[src/logic/pipe_ctrl_pkg.sv]
`default_nettype none

package pipe_ctrl_pkg;

	localparam int NUM_STAGES = 4;
	localparam logic [31:0] EBASE_RESET = 32'hBFC00380;
	localparam int STATUS_IE_BIT = 0;
	localparam int STATUS_EXL_BIT = 1;

	typedef logic [31:0] addr_t;

	// Exception code carried by an instruction or assigned at MEM.
	typedef enum logic [4:0] {
		NONE = 5'h00,
		INT  = 5'h01,
		ADEL = 5'h02,
		ADES = 5'h03,
		SYS  = 5'h04,
		BP   = 5'h05,
		RI   = 5'h06,
		OV   = 5'h07,
		TR   = 5'h08,
		ERET = 5'h09
	} exc_code_e;

	typedef enum logic {
		EXCEPTION   = 1'b0,
		BRANCH_MISS = 1'b1
	} flush_cause_e;

	// Bit 0 blocks fetch intake, bits 1 to 3 hold ID, EX and MEM.
	typedef logic [3:0] stall_vec_t;

	localparam stall_vec_t STALL_NONE   = 4'b0000;
	localparam stall_vec_t STALL_ID     = 4'b0001;
	localparam stall_vec_t STALL_EX     = 4'b0011;
	localparam stall_vec_t STALL_DCACHE = 4'b0111;

	typedef enum logic [1:0] {
		EPC    = 2'd0,
		EBASE  = 2'd1,
		STATUS = 2'd2,
		CAUSE  = 2'd3
	} cp0_sel_e;

	typedef struct packed {
		logic      valid;
		addr_t     pc;
		exc_code_e exc;
	} slot_t;

	typedef struct packed {
		logic      taken;
		exc_code_e code;
		addr_t     pc;
	} exc_event_t;

	typedef struct packed {
		logic         valid;
		flush_cause_e cause;
		addr_t        pc;
	} redirect_t;

endpackage

`default_nettype wire

[src/logic/hazard_ctrl.sv]
`timescale 1ns/1ps
`default_nettype none

module hazard_ctrl (
	input  logic                      arst_n_i,
	input  pipe_ctrl_pkg::exc_event_t exc_i,
	input  logic                      stall_id_i,
	input  logic                      stall_ex_i,
	input  logic                      stall_dcache_i,
	input  logic                      mispredict_i,
	input  pipe_ctrl_pkg::addr_t      epc_i,
	input  pipe_ctrl_pkg::addr_t      ebase_i,
	output pipe_ctrl_pkg::stall_vec_t stall_o,
	output logic                      flush_o,
	output pipe_ctrl_pkg::flush_cause_e cause_o,
	output pipe_ctrl_pkg::redirect_t  redirect_o
);

	pipe_ctrl_pkg::addr_t target;

	always_comb begin
		if (!arst_n_i) begin
			stall_o = pipe_ctrl_pkg::STALL_NONE; // Nothing moves or flushes in reset.
			flush_o = 1'b0;
			cause_o = pipe_ctrl_pkg::EXCEPTION;
			target  = '0;
		end else if (exc_i.taken) begin
			stall_o = pipe_ctrl_pkg::STALL_NONE;
			flush_o = 1'b1;
			cause_o = pipe_ctrl_pkg::EXCEPTION;
			case (exc_i.code)
				pipe_ctrl_pkg::INT, pipe_ctrl_pkg::ADEL, pipe_ctrl_pkg::ADES,
				pipe_ctrl_pkg::SYS, pipe_ctrl_pkg::BP, pipe_ctrl_pkg::RI,
				pipe_ctrl_pkg::OV, pipe_ctrl_pkg::TR: begin
					target = ebase_i;
				end
				pipe_ctrl_pkg::ERET: begin
					target = epc_i; // Return to the interrupted instruction.
				end
				default: begin
					target = '0;
				end
			endcase
		end else if (stall_dcache_i) begin
			stall_o = pipe_ctrl_pkg::STALL_DCACHE; // MEM still drains.
			flush_o = 1'b0;
			cause_o = pipe_ctrl_pkg::EXCEPTION;
			target  = '0;
		end else if (mispredict_i) begin
			stall_o = pipe_ctrl_pkg::STALL_NONE;
			flush_o = 1'b1;
			cause_o = pipe_ctrl_pkg::BRANCH_MISS;
			target  = '0; // Fetch already knows the branch target.
		end else if (stall_ex_i) begin
			stall_o = pipe_ctrl_pkg::STALL_EX;
			flush_o = 1'b0;
			cause_o = pipe_ctrl_pkg::EXCEPTION;
			target  = '0;
		end else if (stall_id_i) begin
			stall_o = pipe_ctrl_pkg::STALL_ID;
			flush_o = 1'b0;
			cause_o = pipe_ctrl_pkg::EXCEPTION;
			target  = '0;
		end else begin
			stall_o = pipe_ctrl_pkg::STALL_NONE;
			flush_o = 1'b0;
			cause_o = pipe_ctrl_pkg::EXCEPTION;
			target  = '0;
		end
	end

	assign redirect_o = '{valid: flush_o, cause: cause_o, pc: target};

endmodule

`default_nettype wire

[src/logic/exc_detect.sv]
`timescale 1ns/1ps
`default_nettype none

module exc_detect (
	input  pipe_ctrl_pkg::slot_t      mem_i,
	input  logic                      irq_i,
	input  logic                      int_enable_i,
	output pipe_ctrl_pkg::exc_event_t exc_o
);

	logic irq_pending;

	assign irq_pending = irq_i && int_enable_i;

	// An interrupt is charged to whichever instruction sits in MEM.
	always_comb begin
		exc_o.pc = mem_i.pc;
		if (!mem_i.valid) begin
			exc_o.taken = 1'b0; // A bubble never raises anything.
			exc_o.code  = pipe_ctrl_pkg::NONE;
		end else if (irq_pending) begin
			exc_o.taken = 1'b1;
			exc_o.code  = pipe_ctrl_pkg::INT;
		end else begin
			exc_o.taken = (mem_i.exc != pipe_ctrl_pkg::NONE);
			exc_o.code  = mem_i.exc;
		end
	end

endmodule

`default_nettype wire

[src/logic/cp0_regs.sv]
`timescale 1ns/1ps
`default_nettype none

module cp0_regs (
	input  logic                      clk,
	input  logic                      arst_n_i,
	input  pipe_ctrl_pkg::exc_event_t exc_i,
	input  logic                      we_i,
	input  pipe_ctrl_pkg::cp0_sel_e   sel_i,
	input  logic [31:0]               wdata_i,
	output logic [31:0]               rdata_o,
	output pipe_ctrl_pkg::addr_t      epc_o,
	output pipe_ctrl_pkg::addr_t      ebase_o,
	output logic                      int_enable_o
);

	pipe_ctrl_pkg::addr_t epc_q;
	pipe_ctrl_pkg::addr_t ebase_q;
	logic [31:0]          status_q;
	logic [31:0]          cause_q;

	always_ff @(posedge clk or negedge arst_n_i) begin
		if (!arst_n_i) begin
			epc_q    <= '0;
			ebase_q  <= pipe_ctrl_pkg::EBASE_RESET;
			status_q <= '0;
			cause_q  <= '0;
		end else if (exc_i.taken) begin
			if (exc_i.code == pipe_ctrl_pkg::ERET) begin
				status_q[pipe_ctrl_pkg::STATUS_EXL_BIT] <= 1'b0; // EPC stays as it was.
			end else begin
				epc_q <= exc_i.pc;
				status_q[pipe_ctrl_pkg::STATUS_EXL_BIT] <= 1'b1;
				cause_q[4:0] <= exc_i.code; // Code sits in the low five bits.
			end
		end else if (we_i) begin
			case (sel_i)
				pipe_ctrl_pkg::EPC:    epc_q    <= wdata_i;
				pipe_ctrl_pkg::EBASE:  ebase_q  <= wdata_i;
				pipe_ctrl_pkg::STATUS: status_q <= wdata_i;
				pipe_ctrl_pkg::CAUSE:  cause_q  <= wdata_i;
				default: begin
				end
			endcase
		end
	end

	always_comb begin
		case (sel_i)
			pipe_ctrl_pkg::EPC:    rdata_o = epc_q;
			pipe_ctrl_pkg::EBASE:  rdata_o = ebase_q;
			pipe_ctrl_pkg::STATUS: rdata_o = status_q;
			pipe_ctrl_pkg::CAUSE:  rdata_o = cause_q;
			default:               rdata_o = '0;
		endcase
	end

	assign epc_o   = epc_q;
	assign ebase_o = ebase_q;

	// Interrupts are masked while an exception handler runs.
	assign int_enable_o = status_q[pipe_ctrl_pkg::STATUS_IE_BIT] &&
		!status_q[pipe_ctrl_pkg::STATUS_EXL_BIT];

endmodule

`default_nettype wire

[src/logic/stage_chain.sv]
`timescale 1ns/1ps
`default_nettype none

module stage_chain (
	input  logic                        clk,
	input  logic                        arst_n_i,
	input  pipe_ctrl_pkg::slot_t        fetch_i,
	input  pipe_ctrl_pkg::stall_vec_t   stall_i,
	input  logic                        flush_i,
	input  pipe_ctrl_pkg::flush_cause_e cause_i,
	output logic                        fetch_ready_o,
	output pipe_ctrl_pkg::slot_t        mem_o,
	output logic                        retire_o,
	output pipe_ctrl_pkg::addr_t        retire_pc_o
);

	// Index 0 is IF and the last index is MEM.
	pipe_ctrl_pkg::slot_t slot_q [pipe_ctrl_pkg::NUM_STAGES];
	pipe_ctrl_pkg::slot_t slot_d [pipe_ctrl_pkg::NUM_STAGES];

	logic run_q;
	logic accept;
	logic exc_flush;
	logic miss_flush;

	assign exc_flush  = flush_i && (cause_i == pipe_ctrl_pkg::EXCEPTION);
	assign miss_flush = flush_i && (cause_i == pipe_ctrl_pkg::BRANCH_MISS);

	assign fetch_ready_o = run_q && !stall_i[0] && !flush_i; // run_q stays low through reset.
	assign accept        = fetch_i.valid && fetch_ready_o;

	always_comb begin
		if (stall_i[0]) begin
			slot_d[0] = slot_q[0];
		end else if (accept) begin
			slot_d[0] = fetch_i;
		end else begin
			slot_d[0] = '0;
		end

		for (int k = 1; k < pipe_ctrl_pkg::NUM_STAGES; k++) begin
			if (stall_i[k]) begin
				slot_d[k] = slot_q[k];
			end else if (stall_i[k-1]) begin
				slot_d[k] = '0; // Held stage behind, so a bubble moves in.
			end else begin
				slot_d[k] = slot_q[k-1];
			end
		end

		if (exc_flush) begin
			for (int k = 0; k < pipe_ctrl_pkg::NUM_STAGES; k++) begin
				slot_d[k] = '0;
			end
		end else if (miss_flush) begin
			// The IF and ID instructions die here and EX still moves on to MEM.
			slot_d[0] = '0;
			slot_d[1] = '0;
			slot_d[2] = '0;
		end
	end

	always_ff @(posedge clk or negedge arst_n_i) begin
		if (!arst_n_i) begin
			run_q <= 1'b0;
			for (int k = 0; k < pipe_ctrl_pkg::NUM_STAGES; k++) begin
				slot_q[k] <= '0;
			end
		end else begin
			run_q  <= 1'b1;
			slot_q <= slot_d;
		end
	end

	assign mem_o       = slot_q[pipe_ctrl_pkg::NUM_STAGES-1];
	assign retire_o    = mem_o.valid && !exc_flush; // An excepting instruction never retires.
	assign retire_pc_o = mem_o.pc;

endmodule

`default_nettype wire

[src/logic/pipe_ctrl_top.sv]
`timescale 1ns/1ps
`default_nettype none

module pipe_ctrl_top (
	input  logic                      clk,
	input  logic                      arst_n_i,
	input  pipe_ctrl_pkg::slot_t      fetch_i,
	input  logic                      stall_id_i,
	input  logic                      stall_ex_i,
	input  logic                      stall_dcache_i,
	input  logic                      mispredict_i,
	input  logic                      irq_i,
	input  logic                      cp0_we_i,
	input  pipe_ctrl_pkg::cp0_sel_e   cp0_sel_i,
	input  logic [31:0]               cp0_wdata_i,
	output logic                      fetch_ready_o,
	output logic                      retire_o,
	output pipe_ctrl_pkg::addr_t      retire_pc_o,
	output pipe_ctrl_pkg::redirect_t  redirect_o,
	output logic [31:0]               cp0_rdata_o,
	output pipe_ctrl_pkg::stall_vec_t stall_o
);

	pipe_ctrl_pkg::slot_t         mem_slot;
	pipe_ctrl_pkg::exc_event_t    exc_event;
	pipe_ctrl_pkg::addr_t         epc;
	pipe_ctrl_pkg::addr_t         ebase;
	logic                         int_enable;
	logic                         flush;
	pipe_ctrl_pkg::flush_cause_e  cause;

	hazard_ctrl u_hazard_ctrl (
		.arst_n_i       (arst_n_i),
		.exc_i          (exc_event),
		.stall_id_i     (stall_id_i),
		.stall_ex_i     (stall_ex_i),
		.stall_dcache_i (stall_dcache_i),
		.mispredict_i   (mispredict_i),
		.epc_i          (epc),
		.ebase_i        (ebase),
		.stall_o        (stall_o),
		.flush_o        (flush),
		.cause_o        (cause),
		.redirect_o     (redirect_o)
	);

	exc_detect u_exc_detect (
		.mem_i        (mem_slot),
		.irq_i        (irq_i),
		.int_enable_i (int_enable),
		.exc_o        (exc_event)
	);

	cp0_regs u_cp0_regs (
		.clk          (clk),
		.arst_n_i     (arst_n_i),
		.exc_i        (exc_event),
		.we_i         (cp0_we_i),
		.sel_i        (cp0_sel_i),
		.wdata_i      (cp0_wdata_i),
		.rdata_o      (cp0_rdata_o),
		.epc_o        (epc),
		.ebase_o      (ebase),
		.int_enable_o (int_enable)
	);

	stage_chain u_stage_chain (
		.clk           (clk),
		.arst_n_i      (arst_n_i),
		.fetch_i       (fetch_i),
		.stall_i       (stall_o),
		.flush_i       (flush),
		.cause_i       (cause),
		.fetch_ready_o (fetch_ready_o),
		.mem_o         (mem_slot),
		.retire_o      (retire_o),
		.retire_pc_o   (retire_pc_o)
	);

endmodule

`default_nettype wire

[config.mk]
export PLATFORM = sky130hd
export DESIGN_NAME = pipe_ctrl_top
export DESIGN_NICKNAME = d
export VERILOG_FILES = /design/src/logic/pipe_ctrl_pkg.sv /design/src/logic/hazard_ctrl.sv /design/src/logic/exc_detect.sv /design/src/logic/cp0_regs.sv /design/src/logic/stage_chain.sv /design/src/logic/pipe_ctrl_top.sv
export SDC_FILE = /design/constraint.sdc
export NUM_CORES = 1
export LEC_CHECK = 0
export BUFFER_PORTS_ARGS = -buffer_cell sky130_fd_sc_hd__buf_2
export CORE_MARGIN = 2
export CORE_UTILIZATION = 49
export DETAILED_ROUTE_END_ITERATION = 10
export PLACE_DENSITY = 0.72
export SLEW_MARGIN = 20
export SYNTH_ARGS = -nofsm -noshare
export SYNTH_HDL_FRONTEND = slang
export SYNTH_SLANG_ARGS = --single-unit
[constraint.sdc]
create_clock -name clk -period 4.5 [get_ports clk]
set_input_delay 0.675 -clock clk [delete_from_list [all_inputs] [get_ports clk]]
set_output_delay 0.675 -clock clk [all_outputs]
set_load 0.01 [all_outputs]
**Word level (Yosys, flattened, before mapping)**

Index checks and enable logic that the tools add are counted.
Widths: inputs -> output; s select.

- Reduce and logical (&&, ||, !) cells: 25
- Muxes and demuxes: 41
- Equal/unequal tests: 17
- Bitwise gates (word level): 2

Operators by type and width:

| kind | number |
|---|---|
| $mux 38 | 9 |
| $mux 114 | 2 |
| $mux 32 | 6 |
| $pmux 32 s4 | 1 |
| $pmux 32 s2 | 1 |
| $eq 5x3->1 const B | 4 |
| $mux 4 | 5 |
| $mux 5 | 4 |
| $reduce_and 3->1 | 5 |
| $mux 6 | 2 |
| $eq 5x2->1 const B | 2 |
| $eq 5x4->1 const B | 2 |
| $mux 1 | 9 |
| $logic_and 1x1->1 | 8 |
| $reduce_bool 2->1 | 4 |
| $reduce_or 8->1 | 1 |
| $ne 3x1->1 const B | 2 |
| $eq 5x1->1 const B | 1 |
| $reduce_bool 5->1 | 1 |
| $eq 2x2->1 const B | 2 |
| $logic_not 1->1 | 4 |
| $mux 2 | 2 |
| $ne 3x3->1 const B | 1 |
| $eq 2x1->1 const B | 1 |
| 5 further kinds | 6 |

- Flip-flop bits (word level): 281
- Bits of input ports: 80
- Word-level logic and storage cells: 104

**Longest topological paths before layout**

- Depth after elaboration: 15
- Gate-level depth with buffers: 7
- Mapped depth without buffers: 4

**By module**

Synthesis repeated with hierarchy kept, for this count alone.

- Cells, all modules: 1,364
- Area, all modules: 14,584.0 µm²

By module, submodules not included:

| module | instances | sequential area each (µm²) | cells an instance | area each (µm²) |
|---|---|---|---|---|
| stage_chain | 1 | 3,828.7 | 752 | 7,382.1 |
| cp0_regs | 1 | 3,218.1 | 442 | 6,232.2 |
| hazard_ctrl | 1 | 0.0 | 129 | 668.1 |
| exc_detect | 1 | 0.0 | 41 | 301.5 |

**Worst setup path before layout**

OpenSTA, ideal clock, no wires.

- Path kind: input to output
- Start point: input irq_i
- End point: output fetch_ready_o
- Path buffers: 2
- Setup slack: 1.700 ns
- Arrival time: 2.125 ns
- Stages on the path: 6
- Path through: and3b_1 > o41a_4 > o31ai_2 > buf_2 > buf_4 > and2_1

- Cells in the longest elaborated chain, start to end: 8
- Elaborated cells between the ends (all ways): 11
- Classes of those cells: mux (6); reduce/logical (5)

RTL lines:

| element | RTL line | RTL |
|---|---|---|
| from (decl) | pipe_ctrl_top.sv:12 | `input logic irq_i,` |
| $logic_and 1x1->1 (*) | exc_detect.sv:13 | `assign irq_pending = irq_i && int_enable_i;` |
| $mux 6 (*) | exc_detect.sv:21 | `end else if (irq_pending) begin` |
| $mux 6 (*) | exc_detect.sv:18 | `if (!mem_i.valid) begin` |
| $mux 4 | hazard_ctrl.sv:27 | `end else if (exc_i.taken) begin` |
| $mux 4 | hazard_ctrl.sv:22 | `if (!arst_n_i) begin` |
| $logic_not 1->1 | stage_chain.sv:29 | `assign fetch_ready_o = run_q && !stall_i[0] && !flush_i;` |
| $logic_and 1x1->1 | stage_chain.sv:29 |  |
| $logic_and 1x1->1 (*) | stage_chain.sv:29 |  |
| to (decl) | pipe_ctrl_top.sv:16 | `output logic fetch_ready_o,` |

Every way passes the cells marked *; elsewhere a longest branch is shown, timed or not.

**Final worst setup path**

- Start point: register u_stage_chain.slot_q, in the netlist u_stage_chain.mem_o[4]
- End point: output fetch_ready_o

- Cells in the longest elaborated chain, start to end: 8
- Elaborated cells between the ends (all ways): 11
- Classes of those cells: mux (6); reduce/logical (5)

RTL lines:

| element | RTL line | RTL |
|---|---|---|
| from (decl) | stage_chain.sv:18 | `pipe_ctrl_pkg::slot_t slot_q [pipe_ctrl_pkg::NUM_STAGES];` |
| from (signal assigned) | stage_chain.sv:71 | `slot_q <= slot_d;` |
| $reduce_bool 5->1 (*) | exc_detect.sv:25 | `exc_o.taken = (mem_i.exc != pipe_ctrl_pkg::NONE);` |
| $mux 6 (*) | exc_detect.sv:21 |  |
| $mux 6 (*) | exc_detect.sv:18 |  |
| $mux 4 | hazard_ctrl.sv:27 |  |
| $mux 4 | hazard_ctrl.sv:22 |  |
| $logic_not 1->1 | stage_chain.sv:29 |  |
| $logic_and 1x1->1 | stage_chain.sv:29 |  |
| $logic_and 1x1->1 (*) | stage_chain.sv:29 |  |

Marked as above.

==> results.json <==
{
  "row_count": 59,
  "syn_nets": 1000,
  "place_congestion": 0.807,
  "fmax_mhz": 271,
  "cts_tree": "yes",
  "ys_ff_latch": 281,
  "seq_power_share_pct": 48.1,
  "final_util_pct": 56.8,
  "grt_overflow": 0,
  "async_flop_share_pct": 100,
  "drv_cap": 0,
  "die_height_um": 165,
  "htreeDepth": 1,
  "required_ns": 3.83,
  "min_period_over_period_pct": 81.9,
  "clk_pin_slew_ns": 0.06,
  "floorplan.initialDensity_pct": 49.4,
  "core_region_area_um2": 25800,
  "synth_area_um2": 12700,
  "switchingPower_mw": 1.65,
  "cp.arrival_ns": 3.01,
  "synth_edf_count": 0,
  "crit_path_start_kind": "flip-flop",
  "post_cts_buffers": 0,
  "cts_buffer_depth": 3,
  "first_iter_violations": 580,
  "dieWidth_um": 165,
  "grt_first_pass_wirelength_mm": 45.9,
  "setup_tns_ns": 0,
  "crit_start": "u_stage_chain.mem_o[4]",
  "port_buffers": 182,
  "vias_per_cell": 5.75,
  "drive_above_1_share_pct": 41.1,
  "grt_pass1_vias": 8110,
  "comb_power_share_pct": 15.0,
  "ir_worst_vdd_mv": 0.223,
  "cts_hold_buf": 0,
  "yosys_warnings": 0,
  "cts_resized": 0,
  "pwr-share-clk_pct": 36.9,
  "worstMarginPinSlew_ns": 1.02,
  "grt-busiest-layer": "met2",
  "cp_max_fo": 39,
  "ios": 184,
  "relSlewSlack_pct": 31.8,
  "cts_root_buf": "clkbuf_16",
  "grt_util_met3_pct": 3.37,
  "stdcell_count": 1400,
  "hold_class": "primary input to asynchronous set/reset pin",
  "die-area_um2": 27300,
  "swShare_pct": 25.4,
  "nets": 1122,
  "cp_slowest_cell": "o41a_4",
  "clk_latency_ns": 0.53,
  "syn-instance-count": 920,
  "placed_cell_area_um2": 13600,
  "cp_cell_sequence": "buf_4, or3_4, o41a_4, o31ai_4, buf_4, and2_1, buf_2",
  "cts_made_buffers": 28,
  "use_met1_pct": 32.2,
  "yosysSeqAreaShare_pct": 55.3,
  "p_int_mw": 4.87,
  "routed_wl_mm": 29.5,
  "power.density_nw_per_um2": 446,
  "firstDrtPassIters": 4,
  "cpMostUsedCell": "buf_4",
  "use_met2_pct": 33.7,
  "avgSynthCellArea_um2": 13.8,
  "crit_type": "flip-flop to output port",
  "grt_antenna_before_repair": 2,
  "grt_max_degree": 94,
  "place_inst": 1347,
  "synthFlopType": "dfrtp_1",
  "r2r-start": "u_stage_chain.mem_o[4]",
  "p_leak_nw": 6.75,
  "dp_hpwl_mm": 19.8,
  "track_usage_pct": 21.7,
  "post-place-ws_ns": 1.07,
  "finClkSkew_ns": 0.0126,
  "n_fill_cell": 2080,
  "ant_nets": 0,
  "timing.hold.ws_ns": 0.130,
  "synth_cell_types": 52,
  "setup_viol": 0,
  "status": "complete, no violations",
  "finalHoldViolCount": 0,
  "drv_slew": 0,
  "power_mw": 6.52,
  "fin_crit_ns": 3.68,
  "cts.sinks": 281,
  "drc": 0,
  "areaGrowthSynthToFinish_pct": 14.9,
  "vias": 8046,
  "end_kind": "output port",
  "final_cell_area_um2": 14600,
  "setup_slack_ns": 0.817,
  "post_drt_wl_per_cell_um": 21.0,
  "rsz0062_at_grt": "false",
  "critical_path.max_stage_delay_ns": 0.51
}
-- synthesized netlist by cell type (all sizes together), types with 2 or more instances --
master | number | area share [%]
dfrtp | 269 | 53
mux2 | 158 | 15
a22o | 117 | 8.0
buf | 75 | 4.1
and2 | 40 | 2.0
clkbuf | 38 | 1.1
nand2 | 36 | 1.1
nand3 | 33 | 1.3
a31oi | 32 | 1.6
mux4 | 32 | 5.7
nand4b | 32 | 2.2
dfstp | 12 | 2.5
nor2 | 5 | 0.28
o21ai | 5 | 0.28
nor3 | 4 | 0.20
inv | 3 | 0.088
a21oi | 2 | 0.079
conb | 2 | 0.059
nor2b | 2 | 0.098
o31ai | 2 | 0.16
o41ai | 2 | 0.20
or3 | 2 | 0.14
-- final timing paths --
| check | slack (ns) | depth (start not counted) | endpoint |
|---|---|---|---|
| max in group asynchronous | 3.03 | 2 | u_stage_chain.slot_q[45] |
| setup reg to reg | 1.51 | 6 | u_cp0_regs.ebase_o[19] |
| hold / removal | 0.13 | 1 | u_stage_chain.slot_q[145] |
| min in group clk | 0.36 | 2 | u_stage_chain.slot_q[142] |
| hold reg to reg | 0.48 | 1 | u_stage_chain.retire_pc_o[19] |
| setup / recovery | 0.82 | 7 | fetch_ready_o |
-- placed cells by master, fill, tap and decap left out, drive strengths merged, types with 2 or more instances in the layout --
master,netlist,routed
a22o,117,117
nand2,36,36
mux2,158,158
o41ai,2,2
mux4,32,32
and2,40,40
dfrtp,269,269
bufinv,0,2
clkbuf,38,43
inv,3,4
nor2,5,5
dfstp,12,12
nor2b,2,2
or3,2,2
diode,0,2
a21oi,2,2
nand4b,32,32
clkinv,0,4
o21ai,5,5
buf,75,205
conb,2,2
nor3,4,4
nand3,33,33
a31oi,32,32
o31ai,2,2
-- worst max-delay path: cells and delay by family, from the launching register on --
family,cells,cell delay (ns)
buffers and inverters,3,0.76
AO/OA/AOI/OAI,2,0.76
AND/OR/NAND/NOR,2,0.58
flip-flops,1,0.36
-- power groups by stage --
stage | combinational [mW] | clock, mW | sequential (mW)
detailed placement | 0.986 | 0 | 3.18
CTS | 0.990 | 2.45 | 3.13
finish | 0.979 | 2.40 | 3.14
floorplan | 0.707 | 0 | 3.07
global route | 1.07 | 2.55 | 3.18
global placement | 0.962 | 0 | 3.16
-- flip-flops by register name (all words and copies together) (netlist names) --
signal / count
u_stage_chain.slot_q: 114
u_cp0_regs.cause_q: 32
u_cp0_regs.status_q: 32
u_stage_chain.run_q: 1
u_stage_chain.retire_pc_o: 32
u_cp0_regs.epc_o: 32
u_cp0_regs.ebase_o: 32
u_stage_chain.mem_o: 6
-- per-layer routing --
layer  up-vias  routed length [um]
met5         -                   0
met2       240               13400
met1      4082               13800
met4         0                 581
met3        43                1660
li1       3681                   -
-- cells by family (layout without fill, tap and decap cells) --
| logic type | count (synthesis) | in the layout | share of synthesized area (%) |
|---|---|---|---|
| AO/OA/AOI/OAI | 166 | 166 | 10.8 |
| buffers and inverters | 116 | 259 | 5.35 |
| multiplexers | 191 | 191 | 20.6 |
| flip-flops | 281 | 281 | 55.3 |
| AND/OR/NAND/NOR | 162 | 162 | 7.70 |
| other | 2 | 4 | 0.0590 |
| XOR/XNOR | 2 | 2 | 0.138 |
-- cell type report --
class,count,area (um2),share of cell area [%]
antenna,2,5.00,0.0342
clock buffer,43,878,6.00
clock inverter,8,96.3,0.659
inverter,3,11.3,0.0770
multi-input combinational,523,5080,34.7
sequential,281,7050,48.2
tap,335,419,2.86
timing repair buffer,205,1090,7.47
(Power assumes the default switching activity.)
